File: src/design/vwrite_pkg.sv
package vwrite_pkg;

   // stream, buffer and databus word width
   localparam int DATA_W = 32;

   // external byte address width
   localparam int AXI_ADDR_W = 32;

   // run sequencing states
   typedef enum logic [2:0] {
      IDLE       = 3'd0,
      STORE      = 3'd1,
      STORE_XFER = 3'd2,
      XFER       = 3'd3,
      DONE_WAIT  = 3'd4
   } ctrl_state_e;

   // buffer bank index
   typedef logic bank_t;

endpackage
File: src/design/vwrite_top.sv
`timescale 1ns/100ps

module vwrite_top #(
   parameter int BUF_ADDR_W = 6,
   parameter int PERIOD_W   = 8,
   parameter int LEN_W      = 8,
   parameter int DELAY_W    = 6
) (
   input  logic                              clk,
   input  logic                              rst,
   input  logic                              run_i,
   output logic                              done_o,
   input  logic [    vwrite_pkg::DATA_W-1:0] in0_i,
   input  logic                              ping_pong_i,
   input  logic                              enabled_i,
   input  logic [vwrite_pkg::AXI_ADDR_W-1:0] ext_addr_i,
   input  logic [          BUF_ADDR_W-1:0] amount_minus_one_i,
   input  logic [               LEN_W-1:0] length_i,
   input  logic [          BUF_ADDR_W-1:0] start_i,
   input  logic [            PERIOD_W-1:0] per_i,
   input  logic [            PERIOD_W-1:0] duty_i,
   input  logic [          BUF_ADDR_W-1:0] incr_i,
   input  logic [          BUF_ADDR_W-1:0] shift_i,
   input  logic [          BUF_ADDR_W-1:0] iter_i,
   input  logic [             DELAY_W-1:0] delay_i,
   output logic                              databus_valid_o,
   input  logic                              databus_ready_i,
   output logic [vwrite_pkg::AXI_ADDR_W-1:0] databus_addr_o,
   output logic [               LEN_W-1:0] databus_len_o,
   output logic [    vwrite_pkg::DATA_W-1:0] databus_wdata_o,
   output logic                              databus_last_o
);

   logic                              store_start;
   logic                              xfer_start;
   logic                              store_done;
   logic                              xfer_done;
   vwrite_pkg::bank_t                 store_bank;
   vwrite_pkg::bank_t                 read_bank;
   logic                              store_en;
   logic [          BUF_ADDR_W-1:0] store_addr;
   logic                              rd_en;
   logic [          BUF_ADDR_W-1:0] rd_addr;
   logic [    vwrite_pkg::DATA_W-1:0] rd_data;
   logic                              word_valid;
   logic                              word_ready;
   logic [    vwrite_pkg::DATA_W-1:0] word_data;
   logic [            BUF_ADDR_W:0] amount;
   logic [vwrite_pkg::AXI_ADDR_W-1:0] amount_ext;

   assign amount     = {1'b0, amount_minus_one_i} + 1'b1;
   assign amount_ext = {{(vwrite_pkg::AXI_ADDR_W-BUF_ADDR_W-1){1'b0}}, amount};

   vwrite_ctrl u_ctrl (
      .clk          (clk),
      .rst          (rst),
      .run_i        (run_i),
      .enabled_i    (enabled_i),
      .ping_pong_i  (ping_pong_i),
      .store_done_i (store_done),
      .xfer_done_i  (xfer_done),
      .store_start_o(store_start),
      .xfer_start_o (xfer_start),
      .done_o       (done_o),
      .store_bank_o (store_bank),
      .read_bank_o  (read_bank)
   );

   store_addr_gen #(
      .BUF_ADDR_W(BUF_ADDR_W),
      .PERIOD_W  (PERIOD_W),
      .DELAY_W   (DELAY_W)
   ) u_store_addr_gen (
      .clk         (clk),
      .rst         (rst),
      .start_i     (store_start),
      .start_addr_i(start_i),
      .per_i       (per_i),
      .duty_i      (duty_i),
      .incr_i      (incr_i),
      .shift_i     (shift_i),
      .iter_i      (iter_i),
      .delay_i     (delay_i),
      .store_en_o  (store_en),
      .store_addr_o(store_addr),
      .done_o      (store_done)
   );

   // stream word is written in the cycle of its pattern step
   vwrite_buffer #(
      .BUF_ADDR_W(BUF_ADDR_W)
   ) u_buffer (
      .clk      (clk),
      .wr_en_i  (store_en),
      .wr_bank_i(store_bank),
      .wr_addr_i(store_addr),
      .wr_data_i(in0_i),
      .rd_en_i  (rd_en),
      .rd_bank_i(read_bank),
      .rd_addr_i(rd_addr),
      .rd_data_o(rd_data)
   );

   buffer_reader #(
      .BUF_ADDR_W(BUF_ADDR_W)
   ) u_reader (
      .clk         (clk),
      .rst         (rst),
      .start_i     (xfer_start),
      .count_i     (amount),
      .rd_data_i   (rd_data),
      .word_ready_i(word_ready),
      .rd_en_o     (rd_en),
      .rd_addr_o   (rd_addr),
      .word_valid_o(word_valid),
      .word_data_o (word_data)
   );

   burst_writer #(
      .LEN_W(LEN_W)
   ) u_writer (
      .clk            (clk),
      .rst            (rst),
      .start_i        (xfer_start),
      .ext_addr_i     (ext_addr_i),
      .count_i        (amount_ext),
      .length_i       (length_i),
      .word_valid_i   (word_valid),
      .word_data_i    (word_data),
      .databus_ready_i(databus_ready_i),
      .word_ready_o   (word_ready),
      .databus_valid_o(databus_valid_o),
      .databus_addr_o (databus_addr_o),
      .databus_len_o  (databus_len_o),
      .databus_wdata_o(databus_wdata_o),
      .databus_last_o (databus_last_o),
      .done_o         (xfer_done)
   );

endmodule

File: src/design/burst_writer.sv
`timescale 1ns/100ps

module burst_writer #(
   parameter int LEN_W = 8
) (
   input  logic                              clk,
   input  logic                              rst,
   input  logic                              start_i,
   input  logic [vwrite_pkg::AXI_ADDR_W-1:0] ext_addr_i,
   input  logic [vwrite_pkg::AXI_ADDR_W-1:0] count_i,
   input  logic [               LEN_W-1:0] length_i,
   input  logic                              word_valid_i,
   input  logic [    vwrite_pkg::DATA_W-1:0] word_data_i,
   input  logic                              databus_ready_i,
   output logic                              word_ready_o,
   output logic                              databus_valid_o,
   output logic [vwrite_pkg::AXI_ADDR_W-1:0] databus_addr_o,
   output logic [               LEN_W-1:0] databus_len_o,
   output logic [    vwrite_pkg::DATA_W-1:0] databus_wdata_o,
   output logic                              databus_last_o,
   output logic                              done_o
);

   logic                              active;
   logic                              in_burst;
   logic [vwrite_pkg::AXI_ADDR_W-1:0] remaining;
   logic [vwrite_pkg::AXI_ADDR_W-1:0] next_addr;
   logic [               LEN_W-1:0] beat_cnt;
   logic [               LEN_W-1:0] burst_len;
   logic [vwrite_pkg::AXI_ADDR_W-1:0] len_ext;
   logic                              beat;

   assign len_ext   = {{(vwrite_pkg::AXI_ADDR_W-LEN_W){1'b0}}, length_i};
   // final burst is cut to the words left
   assign burst_len = (remaining < len_ext) ? remaining[LEN_W-1:0] : length_i;

   assign word_ready_o    = databus_ready_i && in_burst;
   assign databus_valid_o = word_valid_i && in_burst;
   assign databus_wdata_o = word_data_i;
   assign databus_last_o  = in_burst && (beat_cnt == databus_len_o - 1'b1);

   assign beat   = databus_valid_o && databus_ready_i;
   assign done_o = beat && databus_last_o &&
                   (remaining == {{(vwrite_pkg::AXI_ADDR_W-LEN_W){1'b0}}, databus_len_o});

   always_ff @(posedge clk or posedge rst) begin
      if (rst) begin
         active   <= 1'b0;
         in_burst <= 1'b0;
         beat_cnt <= '0;
      end else if (start_i) begin
         active   <= 1'b1;
         in_burst <= 1'b0;
      end else if (active && !in_burst) begin
         in_burst <= 1'b1;
         beat_cnt <= '0;
      end else if (beat) begin
         beat_cnt <= beat_cnt + 1'b1;
         if (databus_last_o) begin
            in_burst <= 1'b0;
            active   <= !done_o;
         end
      end
   end

   // burst address and length hold while the burst is open
   always_ff @(posedge clk) begin
      if (start_i) begin
         remaining <= count_i;
         next_addr <= ext_addr_i;
      end else if (active && !in_burst) begin
         databus_addr_o <= next_addr;
         databus_len_o  <= burst_len;
      end else if (beat && databus_last_o) begin
         remaining <= remaining - {{(vwrite_pkg::AXI_ADDR_W-LEN_W){1'b0}}, databus_len_o};
         next_addr <= next_addr + {{(vwrite_pkg::AXI_ADDR_W-LEN_W-2){1'b0}}, databus_len_o, 2'b00};
      end
   end

endmodule

File: src/design/buffer_reader.sv
`timescale 1ns/100ps

module buffer_reader #(
   parameter int BUF_ADDR_W = 6
) (
   input  logic                          clk,
   input  logic                          rst,
   input  logic                          start_i,
   input  logic [          BUF_ADDR_W:0] count_i,
   input  logic [vwrite_pkg::DATA_W-1:0] rd_data_i,
   input  logic                          word_ready_i,
   output logic                          rd_en_o,
   output logic [        BUF_ADDR_W-1:0] rd_addr_o,
   output logic                          word_valid_o,
   output logic [vwrite_pkg::DATA_W-1:0] word_data_o
);

   logic                          active;
   logic [          BUF_ADDR_W:0] rd_cnt;
   logic                          pend;
   logic                          skid_valid;
   logic [vwrite_pkg::DATA_W-1:0] skid_data;
   logic                          pop;

   assign pop       = word_valid_o && word_ready_i;
   assign rd_addr_o = rd_cnt[BUF_ADDR_W-1:0];

   // no new read if the returning word would have nowhere to go
   assign rd_en_o = active && !skid_valid && !(word_valid_o && pend && !pop);

   always_ff @(posedge clk or posedge rst) begin
      if (rst) begin
         active       <= 1'b0;
         rd_cnt       <= '0;
         pend         <= 1'b0;
         word_valid_o <= 1'b0;
         skid_valid   <= 1'b0;
      end else begin
         pend <= rd_en_o;
         if (start_i) begin
            active <= 1'b1;
            rd_cnt <= '0;
         end else if (rd_en_o) begin
            rd_cnt <= rd_cnt + 1'b1;
            if (rd_cnt + 1'b1 == count_i) begin
               active <= 1'b0;
            end
         end
         if (!word_valid_o || pop) begin
            word_valid_o <= skid_valid || pend;
            skid_valid   <= skid_valid && pend;
         end else if (pend) begin
            skid_valid <= 1'b1;
         end
      end
   end

   always_ff @(posedge clk) begin
      if (!word_valid_o || pop) begin
         if (skid_valid) begin
            word_data_o <= skid_data;
            skid_data   <= rd_data_i;
         end else begin
            word_data_o <= rd_data_i;
         end
      end else if (pend) begin
         skid_data <= rd_data_i;
      end
   end

endmodule

File: src/design/vwrite_buffer.sv
`timescale 1ns/100ps

module vwrite_buffer #(
   parameter int BUF_ADDR_W = 6
) (
   input  logic                          clk,
   input  logic                          wr_en_i,
   input  vwrite_pkg::bank_t             wr_bank_i,
   input  logic [        BUF_ADDR_W-1:0] wr_addr_i,
   input  logic [vwrite_pkg::DATA_W-1:0] wr_data_i,
   input  logic                          rd_en_i,
   input  vwrite_pkg::bank_t             rd_bank_i,
   input  logic [        BUF_ADDR_W-1:0] rd_addr_i,
   output logic [vwrite_pkg::DATA_W-1:0] rd_data_o
);

   // bank index is the top address bit
   logic [vwrite_pkg::DATA_W-1:0] mem [0:(2**(BUF_ADDR_W+1))-1];

   always_ff @(posedge clk) begin
      if (wr_en_i) begin
         mem[{wr_bank_i, wr_addr_i}] <= wr_data_i;
      end
      if (rd_en_i) begin
         rd_data_o <= mem[{rd_bank_i, rd_addr_i}];
      end
   end

endmodule

File: src/design/store_addr_gen.sv
`timescale 1ns/100ps

module store_addr_gen #(
   parameter int BUF_ADDR_W = 6,
   parameter int PERIOD_W   = 8,
   parameter int DELAY_W    = 6
) (
   input  logic                  clk,
   input  logic                  rst,
   input  logic                  start_i,
   input  logic [BUF_ADDR_W-1:0] start_addr_i,
   input  logic [  PERIOD_W-1:0] per_i,
   input  logic [  PERIOD_W-1:0] duty_i,
   input  logic [BUF_ADDR_W-1:0] incr_i,
   input  logic [BUF_ADDR_W-1:0] shift_i,
   input  logic [BUF_ADDR_W-1:0] iter_i,
   input  logic [   DELAY_W-1:0] delay_i,
   output logic                  store_en_o,
   output logic [BUF_ADDR_W-1:0] store_addr_o,
   output logic                  done_o
);

   logic                  busy;
   logic [   DELAY_W-1:0] delay_cnt;
   logic [  PERIOD_W-1:0] per_cnt;
   logic [BUF_ADDR_W-1:0] iter_cnt;
   logic [BUF_ADDR_W-1:0] addr;
   logic [BUF_ADDR_W-1:0] row_addr;
   logic                  stepping;
   logic                  per_end;

   // one pattern step per cycle once the delay has run out
   assign stepping = busy && (delay_cnt == '0);
   assign per_end  = ({1'b0, per_cnt} + 1'b1) >= {1'b0, per_i};

   assign store_en_o   = stepping && (iter_cnt != iter_i) && (per_cnt < duty_i);
   assign store_addr_o = addr;
   assign done_o       = stepping && (iter_cnt == iter_i);

   always_ff @(posedge clk or posedge rst) begin
      if (rst) begin
         busy      <= 1'b0;
         delay_cnt <= '0;
         per_cnt   <= '0;
         iter_cnt  <= '0;
      end else if (start_i) begin
         busy      <= 1'b1;
         delay_cnt <= delay_i;
         per_cnt   <= '0;
         iter_cnt  <= '0;
      end else if (busy && !stepping) begin
         delay_cnt <= delay_cnt - 1'b1;
      end else if (done_o) begin
         busy <= 1'b0;
      end else if (stepping) begin
         if (per_end) begin
            per_cnt  <= '0;
            iter_cnt <= iter_cnt + 1'b1;
         end else begin
            per_cnt <= per_cnt + 1'b1;
         end
      end
   end

   // running address wraps at the bank size
   always_ff @(posedge clk) begin
      if (start_i) begin
         addr     <= start_addr_i;
         row_addr <= start_addr_i;
      end else if (stepping && !done_o) begin
         if (per_end) begin
            addr     <= row_addr + shift_i;
            row_addr <= row_addr + shift_i;
         end else begin
            addr <= addr + incr_i;
         end
      end
   end

endmodule

File: src/design/vwrite_ctrl.sv
`timescale 1ns/100ps

module vwrite_ctrl (
   input  logic              clk,
   input  logic              rst,
   input  logic              run_i,
   input  logic              enabled_i,
   input  logic              ping_pong_i,
   input  logic              store_done_i,
   input  logic              xfer_done_i,
   output logic              store_start_o,
   output logic              xfer_start_o,
   output logic              done_o,
   output vwrite_pkg::bank_t store_bank_o,
   output vwrite_pkg::bank_t read_bank_o
);

   vwrite_pkg::ctrl_state_e state;
   vwrite_pkg::ctrl_state_e state_nxt;
   vwrite_pkg::bank_t       bank_q;
   logic                    accept;

   // a run is only taken while the unit reports done
   assign done_o        = (state == vwrite_pkg::IDLE) || (state == vwrite_pkg::DONE_WAIT);
   assign accept        = run_i && done_o;
   assign store_start_o = accept;

   assign store_bank_o = bank_q;
   assign read_bank_o  = ping_pong_i ? ~bank_q : 1'b0;

   always_comb begin
      state_nxt = state;
      case (state)
         vwrite_pkg::IDLE, vwrite_pkg::DONE_WAIT: begin
            if (!accept) begin
               state_nxt = vwrite_pkg::IDLE;
            end else if (ping_pong_i && enabled_i) begin
               state_nxt = vwrite_pkg::STORE_XFER;
            end else begin
               state_nxt = vwrite_pkg::STORE;
            end
         end
         vwrite_pkg::STORE: begin
            if (store_done_i) begin
               // without ping-pong the transfer follows the stores
               state_nxt = (enabled_i && !ping_pong_i) ? vwrite_pkg::XFER : vwrite_pkg::DONE_WAIT;
            end
         end
         vwrite_pkg::STORE_XFER: begin
            if (store_done_i && xfer_done_i) begin
               state_nxt = vwrite_pkg::DONE_WAIT;
            end else if (store_done_i) begin
               state_nxt = vwrite_pkg::XFER;
            end else if (xfer_done_i) begin
               state_nxt = vwrite_pkg::STORE;
            end
         end
         vwrite_pkg::XFER: begin
            if (xfer_done_i) begin
               state_nxt = vwrite_pkg::DONE_WAIT;
            end
         end
         default: begin
            state_nxt = vwrite_pkg::IDLE;
         end
      endcase
   end

   always_ff @(posedge clk or posedge rst) begin
      if (rst) begin
         state        <= vwrite_pkg::IDLE;
         bank_q       <= 1'b0;
         xfer_start_o <= 1'b0;
      end else begin
         state        <= state_nxt;
         xfer_start_o <= (accept && ping_pong_i && enabled_i) ||
                         (state == vwrite_pkg::STORE && store_done_i &&
                          enabled_i && !ping_pong_i);
         if (accept) begin
            bank_q <= ping_pong_i ? ~bank_q : 1'b0;
         end
      end
   end

endmodule

File: config.mk
export PLATFORM = sky130hd
export DESIGN_NAME = vwrite_top
export DESIGN_NICKNAME = d
export VERILOG_FILES = /design/src/design/vwrite_pkg.sv /design/src/design/vwrite_top.sv /design/src/design/burst_writer.sv /design/src/design/buffer_reader.sv /design/src/design/vwrite_buffer.sv /design/src/design/store_addr_gen.sv /design/src/design/vwrite_ctrl.sv
export SDC_FILE = /design/constraint.sdc
export NUM_CORES = 2
export LEC_CHECK = 0
export BUFFER_PORTS_ARGS = -buffer_cell sky130_fd_sc_hd__buf_2
export CAP_MARGIN = 20
export CORE_AREA = 4 4 600 721
export CTS_CLUSTER_DIAMETER = 40
export DETAILED_ROUTE_END_ITERATION = 10
export DIE_AREA = 0 0 604 725
export GPL_ROUTABILITY_DRIVEN = 0
export PLACE_DENSITY = 0.59
export SYNTH_ARGS = -nofsm -noshare
export SYNTH_HDL_FRONTEND = slang
export SYNTH_SLANG_ARGS = --single-unit
export TNS_END_PERCENT = 1
File: constraint.sdc
create_clock -name clk -period 7.52 [get_ports clk]
set_input_delay 1.504 -clock clk [delete_from_list [all_inputs] [get_ports clk]]
set_output_delay 1.504 -clock clk [all_outputs]
set_load 0.03 [all_outputs]
# Word level (Yosys, flattened, before mapping)
# Memories as Yosys holds them, arrays and structs flattened. A register that Yosys moved wholly into a read port is not among the register bits.
# Index checks and enable logic that the tools add are counted.
[classes]
mux = 61
reduce_logical = 71
add_sub_neg = 12
eq_ne = 16
magnitude_cmp = 3
n_bitwise = 3
[op_table]
columns = ["cell", "n"]
rows = [
  ["2-to-1 mux 32 bit", 7],
  ["2-to-1 mux 6 bit", 13],
  ["2-to-1 mux 8 bit", 8],
  ["2-to-1 mux 7 bit", 5],
  ["adder 32 x 10 -> 32 bit", 1],
  ["== test 32 x 8 -> 1 bit", 1],
  ["less-than comparator 32 x 8 -> 1 bit", 1],
  ["subtractor 32 x 8 -> 32 bit", 1],
  ["logical AND 1 bit", 28],
  ["nonzero test 2 bit", 12],
  ["2-to-1 mux 3 bit", 7],
  ["2-to-1 mux 1 bit", 19],
  ["AND reduction 2 bit", 9],
  ["adder 8 x 1 -> 8 bit (second input constant)", 2],
  ["adder 6 bit", 2],
  ["case mux 3 bit (4 select lines)", 1],
  ["adder 8 x 1 -> 9 bit (second input constant)", 1],
  ["greater-or-equal comparator 9 x 8 -> 1 bit", 1],
  ["zero test 1 bit", 9],
  ["AND reduction 3 bit", 3],
  ["== test 8 bit", 1],
  ["less-than comparator 8 bit", 1],
  ["subtractor 8 x 1 -> 8 bit (second input constant)", 1],
  ["adder 6 x 1 -> 7 bit (second input constant)", 1],
  ["other kinds (20)", 31],
]
[totals]
ff_bits = 227
elab_cells = 191
ram_bits = 4096
memories = 1
[mem_list]
columns = ["memory", "depth", "word_bits", "read_ports", "rd_clocked_by_memory_dff", "wr", "line_no", "rtl"]
rows = [
  ["u_buffer.mem", 128, 32, 1, 1, 1, "vwrite_buffer.sv:18", "logic [vwrite_pkg::DATA_W-1:0] mem [0:(2**(BUF_ADDR_W+1))-1];"],
]

# Depth between registers and ports, before layout
[logic_depth]
word_depth = 10
mapped_depth = 12
ltp_nobuf = 10

# By module
# From an unflattened synthesis, not the netlist that was laid out.
[hier_totals]
cells_unflattened = 7159
area_unflattened_um2 = 169570.1
[by_module_without_submodules]
columns = ["module", "cells_each", "instances", "seq_area_each_um2", "area_each_um2"]
rows = [
  ["vwrite_buffer", 5990, 1, 123958.9, 156596.4],
  ["burst_writer", 655, 1, 3373.2, 6926.6],
  ["buffer_reader", 178, 1, 2197.1, 3020.4],
  ["store_addr_gen", 291, 1, 885.8, 2630.0],
  ["vwrite_ctrl", 32, 1, 125.1, 312.8],
  ["vwrite_top", 13, 1, 0.0, 83.8],
]

# Worst setup path before layout
# Ideal clock, no wire load.
[synth_timing]
kind = "input port to flip-flop"
startpoint = "in duty_i[5]"
endpoint = "mem u_buffer.mem[109][0] (netlist bit), enable pin"
path_slack_ps = 1112
setup_ps = 502
arrival_ps = 5907
cell_stages = 8
path_buffers = 2
required_time_ps = 7018
path_cell_list = "inv_1 > ha_1 > a21o_1 > a221oi_1 > a21boi_0 > clkbuf_1 > buf_1 > nor4_1"
[synth_via]
elab_chain_cells = 4
[synth_lines]
columns = ["element", "line_no", "rtl"]
rows = [
  ["start: declaration", "vwrite_top.sv:21", "input logic [ PERIOD_W-1:0] duty_i,"],
  ["less-than comparator 8 bit", "store_addr_gen.sv:36", "assign store_en_o = stepping && (iter_cnt != iter_i) && (per_cnt < duty_i);"],
  ["logical AND 1 bit", "store_addr_gen.sv:36", ""],
  ["2-to-1 mux 1 bit", "vwrite_buffer.sv:21", "if (wr_en_i) begin"],
  ["2-to-1 mux 1 bit (not written as such)", "vwrite_buffer.sv:22", "mem[{wr_bank_i, wr_addr_i}] <= wr_data_i;"],
  ["end: declaration", "vwrite_buffer.sv:18", ""],
]
# Every way passes these cells.

# Worst setup path in the final report
[layout_timing]
startpoint = "reg u_writer.databus_len_o[1]"
endpoint = "out databus_last_o"
[layout_via]
elab_chain_cells = 3
[layout_lines]
columns = ["element", "line_no", "rtl"]
rows = [
  ["start: declaration", "burst_writer.sv:18", "output logic [ LEN_W-1:0] databus_len_o,"],
  ["start signal: assignment", "burst_writer.sv:73", "databus_len_o <= burst_len;"],
  ["subtractor 8 x 1 -> 8 bit", "burst_writer.sv:40", "assign databus_last_o = in_burst && (beat_cnt == databus_len_o - 1'b1);"],
  ["== test 8 bit", "burst_writer.sv:40", ""],
  ["logical AND 1 bit", "burst_writer.sv:40", ""],
  ["end: declaration", "vwrite_top.sv:31", "output logic databus_last_o"],
]
# Every way passes these cells.

==> out/metrics.csv <==
stage,metric,value,unit
grt,largest net degree at the start of global routing,142,
pwr,"Power, Total",70.6,mW
placement,DP HPWL,300000,um
clocking,CTS Hold Bufs,0,
drt,per-cell routed wire length,32.5,um
drt,Starting DRT DRC Count,11700,
drt,via count,88100,
yosys,largest cells by area after synthesis,"edfxtp_1 76%, mux4_2 8.9%, mux2i_1 4.8%",
layout,area grow syn2layout,15.3,%
worst_setup_path,CP max stage cell,edfxtp_1,
worst_hold_path,min-delay worst type,reg -> reg,
pwr,Comb power frac,0.269,
yosys,cell taking the most area after synthesis,edfxtp_1,
job,Max-cap violations,0,
yosys,Synth async-reset ratio,0.0108,
grt,vias in the first global route,87300,
yosys,"count leader, synth",edfxtp_1,
die,die height,725,um
clocking,total CTS buffers,473,
pwr,Flop pwr share,0.398,
timing,slew margin rel.,0.125,
clocking,post_cts resized,0,
timing,Hold Slack,0.420,ns
timing,setup TNS,0,ns
worst_setup_path,Critical Path RT,6.02,ns
worst_setup_path,CP Launch Type,flip-flop,
grt,GRT overflow,0,
yosys,"EDFF count, synth",4283,
worst_setup_path,crit path buf inv count,5,
pwr,PD cells,361,nW/um2
yosys,top_reg_cell synth,edfxtp_1,
clocking,H-Tree Level Count,5,
drt,drt via density,5.83,
die,FP Rows,263,
timing,final setup fails,0,
layout,Fill cells,35400,
clocking,clk sinks,4355,
yosys,Synth warnings,0,
worst_setup_path,Worst Path Arrival,3.79,ns
layout,layout cells sized above 1,0.230,
worst_setup_path,cell-by-cell trace of the critical path,inv_1 -> ha_1 -> nor3b_1 -> o21ai_0 -> a21oi_1 -> o2111ai_1 -> buf_4 -> inv_1 -> buf_4 -> buf_2,
worst_setup_path,critical path type,reg -> out,
clocking,clock-pin transition on the worst setup and hold timing paths,0.06,ns
yosys,mux share of post-synthesis cell area,0.140,
die,Starting Density,0.398,
drt,ANT nets after route,0,
yosys,syn nets,8643,
grt,initial antenna violation count,69,
pwr,clock share of power,0.332,
yosys,post-synthesis simple-gate area fraction,0.0284,
clocking,CTS tree,built,
placement,area of placed instances,179000,um2
yosys,cells after synthesis,8454,
drt,Routed WL,492000,um
drt,drt pass-1 iters,8,
timing,Max Clk Rate,189,MHz
layout,fin area,196000,um2
yosys,Mean Syn Cell Area,20.1,um2
yosys,sequential-to-total area share from yosys stat,0.768,
yosys,main combinational cell family by area after synthesis,multiplexers,
timing,RSZ-0062 raised after global routing,false,
timing,Pins Over Slew Limit,0,
clocking,post-CTS setup repair buffer count,0,
worst_setup_path,"delay-heaviest family, CP",buffers and inverters,
clocking,clk_lat worst skew,1.03,ns
layout,nets,9131,
grt,gr usage total,0.219,
worst_setup_path,Critical Path Max Stage Delay,0.54,ns
timing,Tightest Pin Transition,1.31,ns
pwr,P_sw,22.6,mW
yosys,synth unique cells,74,
yosys,Commonest cells post-synth,"4283 x edfxtp_1, 807 x mux2i_1, 672 x mux4_2, 482 x a22oi_1, 316 x clkbuf_1",
die,I/O pin cnt,205,
timing,clk_skew,0.108,ns
timing,Final WS setup,2.22,ns
worst_setup_path,crit-path max FO,16,
yosys,Compound-Gate Fraction of Synth Area,0.0423,
pwr,sw frac,0.320,
pwr,Lkg Pwr,62.8,nW
pwr,Power Internal,48.0,mW
yosys,#FFs+latches synth,4355,
die,Core Region,426000,um2
grt,global-route wire length before repair,682000,um
placement,Place WS,2.34,ns
worst_setup_path,CP endpoint kind,output port,
die,die area,438000,um2
die,Die W,604,um
placement,buffers added on ports,204,
timing,Tmin final,5.30,ns
outcome,status,"finished, final reports clean",
yosys,Post-Synth XOR/XNOR Area,0.00392,
clocking,Max Root-Sink Buffers,4,
yosys,Syn Std Cell Area,170000,um2
timing,Final Cycle Share,0.704,
timing,final hold violation count,0,
yosys,Synth Area in Adders,0.00453,
yosys,post-synth top area share,0.758,
drt,DRC,0,
pwr,worst IR drop on VDD,467,uV
clocking,Root Driver,clkbuf_16,
## final cells by class
class	instances	area, um2	share of cell area
inverter	61	231	0.00118
multi-input combinational	3535	38000	0.194
sequential	4355	130000	0.666
antenna	62	155	0.000793
clock buffer	542	12300	0.0627
clock inverter	339	3660	0.0187
tap	5697	7130	0.0364
timing repair buffer	516	3790	0.0194
## worst paths after layout
| kind | startpoint | end | slack [ns] | cells after the start |
|---|---|---|---|---|
| min in group asynchronous | rst | u_reader.rd_cnt[5]$_DFFE_PP0P_ | 0.79 | 3 |
| worst min register to register | u_writer.next_addr[1]$_DFFE_PP_ | u_writer.databus_addr_o[1]$_DFFE_PP_ | 0.42 | 0 |
| worst max-delay path | u_writer.databus_len_o[1]$_DFFE_PP_ | databus_last_o | 2.22 | 10 |
| max in group asynchronous | rst | u_store_addr_gen.per_cnt[0]$_DFFE_PP0P_ | 5.93 | 3 |
| worst min-delay path | u_writer.next_addr[1]$_DFFE_PP_ | u_writer.databus_addr_o[1]$_DFFE_PP_ | 0.42 | 0 |
| worst max register to register | u_reader.rd_cnt[0]$_DFFE_PP0P_ | u_buffer.rd_data_o[10]$_DFFE_PP_ | 2.33 | 6 |
## cells by family (layout without fill, tap and decap cells)
family / Yosys count / after routing
buf+inv: 564 / 1458
simple gates: 894 / 894
flops: 4355 / 4355
fa+ha+maj: 59 / 59
compound gates: 984 / 984
other cells: 0 / 62
mux: 1522 / 1522
xor+xnor: 76 / 76
## cell usage in the layout, fill, tap and decap left out, types with 38 or more instances in the layout
master	n
clkbuf_1	58
o21ai_0	70
bufinv_16	50
clkinv_2	61
xnor2_1	38
a21oi_1	97
nor2_1	100
mux4_2	672
clkbuf_16	478
xor2_1	38
nor4_2	79
diode_2	62
mux2_2	38
clkinv_1	80
ha_1	55
buf_4	315
edfxtp_1	4283
a22oi_1	482
dfrtp_1	41
nand2_1	114
mux2i_1	807
nor3_2	55
a22o_1	94
inv_6	42
inv_1	56
buf_2	172
nand3_1	299
a31oi_1	54
clkinvlp_4	46
## state kept, by name (all words and copies together) (netlist names), 3 cells and up
name                           cells
u_reader.word_data_o              32
u_buffer.rd_data_o                32
u_store_addr_gen.delay_cnt         6
u_buffer.mem                    4096
u_ctrl.state                       3
u_store_addr_gen.store_addr_o      6
u_store_addr_gen.per_cnt           8
u_reader.skid_data                32
u_writer.databus_addr_o           32
u_writer.remaining                32
u_reader.rd_cnt                    7
u_writer.databus_len_o             8
u_writer.next_addr                32
u_store_addr_gen.iter_cnt          6
u_store_addr_gen.row_addr          6
u_writer.beat_cnt                  8
## per-stage QoR
step,util,cells
3_5_place_dp,0.421,14200
2_1_floorplan,-,8454
5_1_grt,0.459,15100
4_1_cts,0.458,15000
3_3_place_gp,0.421,14200
6_report,0.459,15100
## worst reg2reg max path: stages (launching register included)
cell and delay (ns):
dfrtp_4 1.01, buf_12 0.59, buf_12 0.74, mux4_2 0.84, a22oi_1 0.43, a41oi_1 0.63
or4b_1 0.69
## metal layers
metal  global-route usage  vias up  wire length (um)
met5                    0        -               200
met4               0.0963       34             23600
met3               0.0481      811             46400
met2                0.345     4171            233000
met1                0.292    46700            188000
li1                     -    36400                 -
## power by group through the flow
stage               registers, mW  logic, mW  clock network (mW)
floorplan                    28.5       11.5                   0
global placement             28.6       18.9                   0
detailed placement           28.6       19.1                   0
CTS                          28.1       19.1                23.8
global route                 28.1       19.8                24.9
finish                       28.1       19.0                23.5
(Power assumes the default switching activity.)
